[config.mk]
export PLATFORM = sky130hd
export DESIGN_NAME = pe_pbs_ntt_middle
export DESIGN_NICKNAME = d
export VERILOG_FILES = /design/src/ntt_pkg.sv /design/src/ntt_stream_if.sv /design/src/mod_mult.sv /design/src/ntt_bfly_stage.sv /design/src/ntt_pointwise_mult.sv /design/src/ntt_core_middle.sv /design/src/pe_pbs_ntt_middle.sv
export SDC_FILE = /design/constraint.sdc
export NUM_CORES = 2
export LEC_CHECK = 0
export BUFFER_PORTS_ARGS = -buffer_cell sky130_fd_sc_hd__buf_2
export CORE_UTILIZATION = 30
export CTS_CLUSTER_DIAMETER = 30
export DETAILED_ROUTE_END_ITERATION = 6
export MAX_ROUTING_LAYER = met4
export PLACE_DENSITY_LB_ADDON = 0.3
export SYNTH_ARGS = -nofsm -noshare
export SYNTH_HDL_FRONTEND = slang
export SYNTH_SLANG_ARGS = --single-unit
[constraint.sdc]
create_clock -name clk -period 14.2 [get_ports clk]
set_input_delay 0.71 -clock clk [delete_from_list [all_inputs] [get_ports clk]]
set_output_delay 0.71 -clock clk [all_outputs]
set_load 0.02 [all_outputs]
[src/ntt_pkg.sv]
// ----------------------------------------
// Shared NTT definitions
// Modulus, widths and batch size
// Constant twiddle table per stage
// Error bit enumeration
// ----------------------------------------
package ntt_pkg;

  // Arithmetic
  localparam int unsigned COEF_W   = 13;
  localparam int unsigned MOD_Q    = 7681;
  localparam int unsigned MULT_LAT = 2;

  // Stream shape
  localparam int unsigned PBS_ID_W    = 4;
  localparam int unsigned BATCH_PAIRS = 4;

  typedef logic [COEF_W-1:0] coef_t;

  // Twiddles indexed by absolute stage and pair position
  localparam int unsigned TWD_STAGE_MAX = 8;

  localparam coef_t TWD_ROM [TWD_STAGE_MAX][BATCH_PAIRS] = '{
    '{13'd1,    13'd3383, 13'd4298, 13'd1213},
    '{13'd17,   13'd3449, 13'd1583, 13'd7154},
    '{13'd289,  13'd4112, 13'd5756, 13'd2028},
    '{13'd4913, 13'd945,  13'd6009, 13'd3733},
    '{13'd6711, 13'd2361, 13'd2138, 13'd2002},
    '{13'd6193, 13'd1732, 13'd5623, 13'd3125},
    '{13'd5408, 13'd6073, 13'd3415, 13'd7047},
    '{13'd7585, 13'd1042, 13'd2371, 13'd4350}
  };

  // Error word bits
  typedef enum int unsigned {
    ERR_BSK_MISS = 0
  } ntt_err_e;

  localparam int unsigned ERR_NB = 1;

endpackage

[src/ntt_stream_if.sv]
// ----------------------------------------
// Coefficient pair stream
// Pair data with avail, batch flags and id
// ----------------------------------------
`timescale 1ns/1ps

interface ntt_stream_if
  import ntt_pkg::*;
();

  coef_t [1:0]         data;
  logic                avail;
  logic                sob;
  logic                eob;
  logic [PBS_ID_W-1:0] pbs_id;

  // Producer side
  modport src (
    output data,
    output avail,
    output sob,
    output eob,
    output pbs_id
  );

  // Consumer side
  modport dst (
    input  data,
    input  avail,
    input  sob,
    input  eob,
    input  pbs_id
  );

endinterface

[src/mod_mult.sv]
// ----------------------------------------
// Pipelined modular multiplier
// Full product, then reduction mod Q
// ----------------------------------------
`timescale 1ns/1ps

module mod_mult
  import ntt_pkg::*;
(
  input  logic  clk,
  input  coef_t a,
  input  coef_t b,
  output coef_t p
);

  localparam int unsigned PROD_W = 2 * COEF_W;

  logic [PROD_W-1:0] prod_q;

  // Stage 1: raw product
  always_ff @(posedge clk) begin
    prod_q <= a * b;
  end

  // Stage 2: reduce by the constant modulus
  always_ff @(posedge clk) begin
    p <= coef_t'(prod_q % MOD_Q);
  end

endmodule

[src/ntt_bfly_stage.sv]
// ----------------------------------------
// Radix-2 butterfly stage
// Twiddle picked by position in batch
// Outputs a+wb and a-wb mod Q
// ----------------------------------------
`timescale 1ns/1ps

module ntt_bfly_stage
  import ntt_pkg::*;
#(
  parameter int unsigned STAGE_ID = 0
)
(
  input  logic             clk,
  input  logic             s_rst_n,
  ntt_stream_if.dst        in_s,
  ntt_stream_if.src        out_s
);

  localparam int unsigned POS_W = $clog2(BATCH_PAIRS);
  localparam logic [COEF_W:0] Q_EXT = (COEF_W+1)'(MOD_Q);

  // ----------------------------------------
  // Pair position and twiddle
  // ----------------------------------------
  logic [POS_W-1:0] pos_q;
  logic [POS_W-1:0] cur_pos;
  coef_t            twd;

  // sob restarts the count on the current pair
  assign cur_pos = in_s.sob ? '0 : pos_q;
  assign twd     = TWD_ROM[STAGE_ID][cur_pos];

  always_ff @(posedge clk) begin
    if (!s_rst_n) begin
      pos_q <= '0;
    end else if (in_s.avail) begin
      pos_q <= cur_pos + 1'b1;
    end
  end

  // ----------------------------------------
  // w*b and matching delay of a
  // ----------------------------------------
  coef_t wb;

  mod_mult mult_i (
    .clk (clk),
    .a   (in_s.data[1]),
    .b   (twd),
    .p   (wb)
  );

  logic  [MULT_LAT-1:0]               avail_dly;
  logic  [MULT_LAT-1:0]               sob_dly;
  logic  [MULT_LAT-1:0]               eob_dly;
  logic  [MULT_LAT-1:0][PBS_ID_W-1:0] pbs_id_dly;
  coef_t [MULT_LAT-1:0]               a_dly;

  always_ff @(posedge clk) begin
    if (!s_rst_n) begin
      avail_dly <= '0;
    end else begin
      avail_dly <= {avail_dly[MULT_LAT-2:0], in_s.avail};
    end
  end

  always_ff @(posedge clk) begin
    sob_dly    <= {sob_dly[MULT_LAT-2:0], in_s.sob};
    eob_dly    <= {eob_dly[MULT_LAT-2:0], in_s.eob};
    pbs_id_dly <= {pbs_id_dly[MULT_LAT-2:0], in_s.pbs_id};
    a_dly      <= {a_dly[MULT_LAT-2:0], in_s.data[0]};
  end

  // ----------------------------------------
  // Butterfly add and subtract
  // ----------------------------------------
  logic [COEF_W:0] sum;
  logic [COEF_W:0] dif;
  coef_t           sum_red;
  coef_t           dif_red;

  // Both stay below 2Q, so one conditional subtract is enough
  assign sum     = {1'b0, a_dly[MULT_LAT-1]} + {1'b0, wb};
  assign dif     = {1'b0, a_dly[MULT_LAT-1]} + Q_EXT - {1'b0, wb};
  assign sum_red = coef_t'((sum >= Q_EXT) ? sum - Q_EXT : sum);
  assign dif_red = coef_t'((dif >= Q_EXT) ? dif - Q_EXT : dif);

  always_ff @(posedge clk) begin
    if (!s_rst_n) begin
      out_s.avail <= 1'b0;
    end else begin
      out_s.avail <= avail_dly[MULT_LAT-1];
    end
  end

  always_ff @(posedge clk) begin
    out_s.data[0] <= sum_red;
    out_s.data[1] <= dif_red;
    out_s.sob     <= sob_dly[MULT_LAT-1];
    out_s.eob     <= eob_dly[MULT_LAT-1];
    out_s.pbs_id  <= pbs_id_dly[MULT_LAT-1];
  end

endmodule

[src/ntt_pointwise_mult.sv]
// ----------------------------------------
// Point-wise multiply by key pair
// Valid/ready key intake
// Missing key detection
// ----------------------------------------
`timescale 1ns/1ps

module ntt_pointwise_mult
  import ntt_pkg::*;
(
  input  logic        clk,
  input  logic        s_rst_n,
  ntt_stream_if.dst   in_s,
  ntt_stream_if.src   out_s,
  input  coef_t [1:0] bsk,
  input  logic        bsk_vld,
  output logic        bsk_rdy,
  output logic        miss
);

  // ----------------------------------------
  // Key intake
  // ----------------------------------------
  coef_t [1:0] key_op;
  coef_t [1:0] prod;

  // A key is requested for every arriving pair
  assign bsk_rdy = in_s.avail;
  assign miss    = in_s.avail & ~bsk_vld;

  // Absent key counts as zero
  assign key_op[0] = bsk_vld ? bsk[0] : '0;
  assign key_op[1] = bsk_vld ? bsk[1] : '0;

  // ----------------------------------------
  // Multipliers
  // ----------------------------------------
  for (genvar i = 0; i < 2; i++) begin : gen_mult
    mod_mult mult_i (
      .clk (clk),
      .a   (in_s.data[i]),
      .b   (key_op[i]),
      .p   (prod[i])
    );
  end

  assign out_s.data = prod;

  // Control follows the multiplier latency
  logic [MULT_LAT-1:0]               avail_dly;
  logic [MULT_LAT-1:0]               sob_dly;
  logic [MULT_LAT-1:0]               eob_dly;
  logic [MULT_LAT-1:0][PBS_ID_W-1:0] pbs_id_dly;

  always_ff @(posedge clk) begin
    if (!s_rst_n) begin
      avail_dly <= '0;
    end else begin
      avail_dly <= {avail_dly[MULT_LAT-2:0], in_s.avail};
    end
  end

  always_ff @(posedge clk) begin
    sob_dly    <= {sob_dly[MULT_LAT-2:0], in_s.sob};
    eob_dly    <= {eob_dly[MULT_LAT-2:0], in_s.eob};
    pbs_id_dly <= {pbs_id_dly[MULT_LAT-2:0], in_s.pbs_id};
  end

  assign out_s.avail  = avail_dly[MULT_LAT-1];
  assign out_s.sob    = sob_dly[MULT_LAT-1];
  assign out_s.eob    = eob_dly[MULT_LAT-1];
  assign out_s.pbs_id = pbs_id_dly[MULT_LAT-1];

endmodule

[src/ntt_core_middle.sv]
// ----------------------------------------
// Middle NTT core
// Chain of butterfly stages
// Followed by key point-wise multiply
// ----------------------------------------
`timescale 1ns/1ps

module ntt_core_middle
  import ntt_pkg::*;
#(
  parameter int unsigned S_INIT = 0,
  parameter int unsigned S_NB   = 3
)
(
  input  logic              clk,
  input  logic              s_rst_n,
  ntt_stream_if.dst         in_s,
  ntt_stream_if.src         out_s,
  input  coef_t [1:0]       bsk,
  input  logic              bsk_vld,
  output logic              bsk_rdy,
  output logic [ERR_NB-1:0] err
);

  // Output of each butterfly stage
  ntt_stream_if stg_s [S_NB] ();

  logic miss;

  // ----------------------------------------
  // Butterfly chain
  // ----------------------------------------
  for (genvar i = 0; i < S_NB; i++) begin : gen_stage
    if (i == 0) begin : gen_first
      ntt_bfly_stage #(
        .STAGE_ID (S_INIT)
      ) stage_i (
        .clk     (clk),
        .s_rst_n (s_rst_n),
        .in_s    (in_s),
        .out_s   (stg_s[0])
      );
    end else begin : gen_next
      ntt_bfly_stage #(
        .STAGE_ID (S_INIT + i)
      ) stage_i (
        .clk     (clk),
        .s_rst_n (s_rst_n),
        .in_s    (stg_s[i-1]),
        .out_s   (stg_s[i])
      );
    end
  end

  // ----------------------------------------
  // Key multiply
  // ----------------------------------------
  ntt_pointwise_mult pwm_i (
    .clk     (clk),
    .s_rst_n (s_rst_n),
    .in_s    (stg_s[S_NB-1]),
    .out_s   (out_s),
    .bsk     (bsk),
    .bsk_vld (bsk_vld),
    .bsk_rdy (bsk_rdy),
    .miss    (miss)
  );

  always_comb begin
    err               = '0;
    err[ERR_BSK_MISS] = miss;
  end

endmodule

[src/pe_pbs_ntt_middle.sv]
// ----------------------------------------
// PBS processing element, NTT middle part
// Input register, NTT core
// Registered error word
// ----------------------------------------
`timescale 1ns/1ps

module pe_pbs_ntt_middle
  import ntt_pkg::*;
#(
  parameter int unsigned S_INIT = 0,
  parameter int unsigned S_NB   = 3
)
(
  input  logic                clk,
  input  logic                s_rst_n,
  // From previous part
  input  coef_t [1:0]         prev_data,
  input  logic                prev_avail,
  input  logic                prev_sob,
  input  logic                prev_eob,
  input  logic [PBS_ID_W-1:0] prev_pbs_id,
  // Bootstrap key
  input  coef_t [1:0]         bsk,
  input  logic                bsk_vld,
  output logic                bsk_rdy,
  // To next part
  output coef_t [1:0]         next_data,
  output logic                next_avail,
  output logic                next_sob,
  output logic                next_eob,
  output logic [PBS_ID_W-1:0] next_pbs_id,
  // Error word
  output logic [ERR_NB-1:0]   pep_error
);

  ntt_stream_if in_s ();
  ntt_stream_if out_s ();

  logic [ERR_NB-1:0] err;

  // ----------------------------------------
  // Input register
  // ----------------------------------------
  always_ff @(posedge clk) begin
    if (!s_rst_n) begin
      in_s.avail <= 1'b0;
    end else begin
      in_s.avail <= prev_avail;
    end
  end

  always_ff @(posedge clk) begin
    in_s.data   <= prev_data;
    in_s.sob    <= prev_sob;
    in_s.eob    <= prev_eob;
    in_s.pbs_id <= prev_pbs_id;
  end

  // ----------------------------------------
  // Core
  // ----------------------------------------
  ntt_core_middle #(
    .S_INIT (S_INIT),
    .S_NB   (S_NB)
  ) core_i (
    .clk     (clk),
    .s_rst_n (s_rst_n),
    .in_s    (in_s),
    .out_s   (out_s),
    .bsk     (bsk),
    .bsk_vld (bsk_vld),
    .bsk_rdy (bsk_rdy),
    .err     (err)
  );

  assign next_data   = out_s.data;
  assign next_avail  = out_s.avail;
  assign next_sob    = out_s.sob;
  assign next_eob    = out_s.eob;
  assign next_pbs_id = out_s.pbs_id;

  // Error pulse one cycle after the event
  always_ff @(posedge clk) begin
    if (!s_rst_n) begin
      pep_error <= '0;
    end else begin
      pep_error <= err;
    end
  end

endmodule

# Word level (Yosys, flattened, before mapping)
# Index checks and enable logic that the tools add are counted.
# word_totals
reg_bits	468
inputBits	62
output_inout_bits	35
wordCells	126
# classes
n_addsub	18
multipliers	5
div	5
order_cmp	9
n_mux	20
bitwise	5
# op_table
op	n
$mux 13	14
$mod 26x13->32 const B	5
$mul 13x13->26	5
$ge 14x13->1 const B	6
$bmux 13 s2	3
$sub 13x13->13 const B	6
$add 13x13->14	3
$add 13x13->14 const B	3
$sub 14x13->14	3
$ge 3x3->1 const B	3
$not 2->3	3
$add 2x1->2 const B	3
$mux 2	3
$and 1x1->1	1
$not 1->1	1

# Depth between registers and ports, before layout
# depth
word_depth	6
mapped_depth	62
mapped_depth_nobuf	50

# Modules after synthesis
# From an unflattened synthesis, not the netlist that was laid out.
# hier_totals
cells_unflattened	9254
hier_area_um2	75741.4
# modules_own_cells
mod	instances	cells_each	area_per_inst_um2	seq_area_each_um2
mod_mult at core_i.gen_stage[1].gen_next.stage_i.mult_i	1	1650	12887.4	780.7
mod_mult at core_i.gen_stage[0].gen_first.stage_i.mult_i	1	1574	12603.3	780.7
mod_mult at core_i.pwm_i.gen_mult[1].mult_i	1	1585	12465.7	780.7
mod_mult at core_i.pwm_i.gen_mult[0].mult_i	1	1555	12381.9	780.7
mod_mult at core_i.gen_stage[2].gen_next.stage_i.mult_i	1	1557	12345.6	780.7
ntt_bfly_stage at core_i.gen_stage[2].gen_next.stage_i	1	447	4167.7	1501.4
ntt_bfly_stage at core_i.gen_stage[0].gen_first.stage_i	1	408	3841.2	1501.4
ntt_bfly_stage at core_i.gen_stage[1].gen_next.stage_i	1	392	3806.2	1501.4
pe_pbs_ntt_middle	1	36	693.2	680.7
ntt_pointwise_mult	1	50	549.3	280.3

# Least setup slack after synthesis
# No wires, ideal clock.
# synth_path
path_kind	reg2reg
startpoint	register core_i.gen_stage[1].gen_next.stage_i.mult_i.prod_q[15]
endpoint	register core_i.gen_stage[1].gen_next.stage_i.mult_i.p[1]
setup_time_ps	72
arrival_time_ps	13752
t_required_ps	14128
path_slack_ps	377
path_stages_with_launch	55
n_path_buf	4
synth_period_minus_slack_ps	13823
cell_sequence	dfxtp_1 buf_2 or4_4 or4_1 or3_4 and4_1 o41a_1 nor3_1 nand2_1 buf_2 a31o_1 a211o_1 nor2_1 mux2_2 a221oi_2 nor2_1 a31o_1 mux2_4 [19 not listed] o21ai_1 a22o_4 xnor2_2 inv_2 ha_1 nor2_1 nand3b_1 mux2i_1 nand3_1 a2111o_1 a21o_1 buf_6 xnor2_1 ha_1 nor2b_1 a41oi_4 nor2_1 mux2i_1
# synth_via
elab_chain_cells	1
# synth_lines
item	line	rtl
from (decl)	mod_mult.sv:18	logic [PROD_W-1:0] prod_q;
from (signal assigned)	mod_mult.sv:22	prod_q <= a * b;
$mod 26x13->32	mod_mult.sv:27	p <= coef_t'(prod_q % MOD_Q);
to (signal assigned)	mod_mult.sv:27	
to (decl)	mod_mult.sv:13	output coef_t p
# No other way between the ends.
# A chain may end at the register's enable or synchronous reset.

# Worst setup path in the final report
# layout_path
startpoint	register core_i.gen_stage[0].gen_first.stage_i.mult_i.prod_q[25]
endpoint	register core_i.gen_stage[0].gen_first.stage_i.mult_i.p[4]
# layout_via
elab_chain_cells	1
# layout_lines
item	line
from (decl)	mod_mult.sv:18
from (signal assigned)	mod_mult.sv:22
$mod 26x13->32	mod_mult.sv:27
to (signal assigned)	mod_mult.sv:27
to (decl)	mod_mult.sv:13
# No other way between the ends.

==> metrics.csv <==
stage,metric,value,unit
critical_path,timing.critical_path.required,14.84,ns
min_path,hold_class,input port to flop,
clocking,cts_sinks,468,
placed_design,dp_hpwl,159000,um
yosys,synth_cells,8527,
critical_path,reg2regPathDepth,50,
global_routing,grt_max_degree,100,
min_path,hold_end,in_s.data[8]$_DFF_P_,
finish,register_area,9380,sq um
clocking,h-tree-depth,3,
routing,vias_per_cell,5.22,
timing,fmax,0.0732,GHz
critical_path,r2r_end,core_i.gen_stage[0].gen_first.stage_i.mult_i.p[4]$_DFF_P_,
routing,drt_wl_total,196000,um
critical_path,cp_slowest_cell,or4b_1,
die,rows,176,
global_routing,grt_pass1_wl,326000,um
finish,syn_to_final_growth,21.4,%
global_routing,grt_pass1_vias,64600,
timing,relSlewSlack,28.5,%
yosys,async_reset_ff_share,0,%
critical_path,critPathArrivalTime,14.30,ns
critical_path,max_stage_delay,0.50,ns
yosys,synth_edf_count,0,
routing,drc,2,
timing,setup_violations,0,
die,dieHeight,484,um
timing,period_share,96.2,%
yosys,synth.avg_cell_area,8.17,sq um
routing,route.vias.total,64600,
critical_path,critPathCaptureType,flop,
routing,routedWlPerCell,15.8,um
yosys,ys_ff_latch,468,
yosys,synth_flop_cell,dfxtp_1,
critical_path,crit_top_cell,buf_4,
die,initial_core_util,30.2,%
min_path,hold_depth,1,
timing,min_period,13.66,ns
placed_design,place_congestion,0.902,
min_path,hold_start,prev_data[8],
clocking,clk_pin_slew,0.05,ns
yosys,syn_nets,9703,
yosys,synth_xor_area_share,7.69,%
die,die_area,234000,sq um
flow_run,maxCapViolCount,0,
critical_path,worstPathMaxFanout,9,
yosys,ys_warn_count,0,
clocking,clock_path_buffers,3,
clocking,cts_buffers,116,
routing,ant_nets,0,
placed_design,port_buffers,96,
global_routing,antenna_found_initial,0,
outcome,status,"complete, but fails checks",
global_routing,grt_overflow,0,
die,io_pins,97,
yosys,ys_types,168,
die,die_w,484,um
finish,multiInputGateArea,57200,sq um
critical_path,path_class,flop to flop,
finish,nNetsFinal,10400,
yosys,synthMuxAreaShare,1.79,%
yosys,yosys.area_share.simple,22.4,%
routing,drt_iter0_drc,3737,
timing,final_max_slew_viol_count,0,
yosys,synth_top_family_by_area,adder cells,
yosys,synth_compound_area_share,21.3,%
critical_path,crit_buf_inv,4,
critical_path,worst_setup_path_start_kind,flop,
clocking,cts_tree,done,
timing,max_slew.worst_pin.slew,1.07,ns
yosys,syn_area,69700,sq um
die,core,230000,sq um
timing,skew,0.0598,ns
yosys,seq_area_frac_synth,13.4,%
outcome,violations,design-rule violations,
critical_path,critPathTopFamily,compound AO/OA/AOI/OAI gates,
yosys,synth_fa_ha_area_share,26.5,%
timing,worst_hold_slack,0.0770,ns
global_routing,track_usage,16.9,%
critical_path,reg2reg_slack,0.54,ns
routing,first_pass_iters,7,
timing,hold_violations,0,
finish,n_fill_cell,23800,
clocking,clk_latency,0.76,ns
finish,drive_gt1_share,18.1,%
clocking,root_buffer,clkbuf_16,
worst max-delay path by stage:
stage,end,depth (start not counted),slack [ns]
after floorplan,core_i.gen_stage[1].gen_next.stage_i.mult_i.p[1]$_DFF_P_,54,0.38
after global placement,core_i.gen_stage[1].gen_next.stage_i.mult_i.p[1]$_DFF_P_,51,-0.18
after detailed placement,core_i.gen_stage[1].gen_next.stage_i.mult_i.p[1]$_DFF_P_,52,-0.44
after CTS,core_i.gen_stage[1].gen_next.stage_i.mult_i.p[12]$_DFF_P_,51,0.003
after global routing,core_i.gen_stage[0].gen_first.stage_i.mult_i.p[4]$_DFF_P_,51,-0.11
final,core_i.gen_stage[0].gen_first.stage_i.mult_i.p[4]$_DFF_P_,50,0.54
timing repair:
item / CTS / global route
pin swaps: 4 / 52
setup endpoints to repair: 14 / 65
hold endpoints to repair: 26 / 0
cloned: 1 / 0
gates resized for setup: 16 / 324
setup buffers: 2 / 36
hold buffers: 26 / 0
final cells by class:
| type | instances | area share [%] |
|---|---|---|
| Antenna cell | 2 | 0.00592 |
| Clock buffer | 125 | 3.57 |
| Clock inverter | 96 | 1.37 |
| Inverter | 911 | 4.04 |
| Multi-Input combinational cell | 6854 | 67.7 |
| Sequential cell | 468 | 11.1 |
| Tap cell | 3026 | 4.48 |
| Timing Repair Buffer | 895 | 7.74 |
sequential cells by signal, summed over array words and instances, names as in the netlist, 8 cells and up:
register / flops
core_i.pwm_i.gen_mult.mult_i.prod_q: 52
in_s.data: 26
core_i.gen_stage.gen_next.stage_i.a_dly: 52
core_i.gen_stage.gen_first.stage_i.mult_i.prod_q: 26
core_i.gen_stage.gen_first.stage_i.a_dly: 26
core_i.gen_stage.gen_next.stage_i.pbs_id_dly: 16
core_i.gen_stage.gen_first.stage_i.out_s.data: 26
core_i.gen_stage.gen_next.stage_i.out_s.pbs_id: 8
core_i.gen_stage.gen_next.stage_i.mult_i.prod_q: 52
core_i.gen_stage.gen_next.stage_i.mult_i.p: 26
core_i.gen_stage.gen_first.stage_i.pbs_id_dly: 8
core_i.gen_stage.gen_next.stage_i.out_s.data: 52
core_i.gen_stage.gen_first.stage_i.mult_i.p: 13
core_i.pwm_i.gen_mult.mult_i.p: 26
placed cells by master, fill, tap and decap left out, drive strengths merged, types with 57 or more instances in the layout:
| cell type | instances |
|---|---|
| nand2 | 709 |
| or2 | 91 |
| or3 | 105 |
| nor2 | 556 |
| and3 | 205 |
| fa | 574 |
| buf | 869 |
| o31ai | 80 |
| xor2 | 165 |
| a211oi | 96 |
| nand4 | 85 |
| a21oi | 428 |
| a31oi | 112 |
| o21bai | 120 |
| nor3 | 225 |
| dfxtp | 468 |
| o21ai | 313 |
| clkbuf | 125 |
| nand2b | 58 |
| inv | 948 |
| a21o | 95 |
| xnor2 | 435 |
| ha | 540 |
| nand3 | 234 |
| and2 | 249 |
| o211ai | 91 |
| o21a | 57 |
| nor2b | 125 |
| nor4 | 100 |
| mux2i | 80 |
synth_stat cells (all sizes together) (212+ instances only):
cell      n  area share (%)
clkbuf  212             1.2
nor3    225             1.7
nand2   709             3.8
nor2    556             3.0
xnor2   435             5.6
dfxtp   468              13
ha      540             9.7
a21oi   428             3.1
fa      574              16
nand3   234             1.7
and2    249             2.2
inv     911             4.9
o21ai   313             2.3
cells by family after synthesis:
logic type	after synthesis
AO/OA/AOI/OAI	2042
XOR/XNOR	600
adder cells (fa/ha/maj)	1137
buffers and inverters	1206
flip-flops	468
multiplexers	118
AND/OR/NAND/NOR	2956
routing by layer:
layer	up-vias	track usage [%]	share of wire [%]
li1	31700	-	-
met1	31300	22.0	47
met2	1280	28.0	47
met3	216	1.73	3.6
met4	0	3.55	1.7
met5	-	-	0
through the flow:
stage               util, %  cell area [sq um]  setup slack, ns  TNS (ns)  std cells
detailed placement     33.9              78100           -0.439     -4.97      12100
CTS                    35.9              82700          0.00328         0      12300
global route           36.7              84500           -0.106    -0.561      12400
finish                 36.7              84500            0.543         0      12400
floorplan                 -              69700            0.377         0       8527
global placement       33.9              78100           -0.183     -1.34      12100
Power is not shown: default switching activity piles up to over one toggle a cycle in this logic, so the estimate is an artifact.
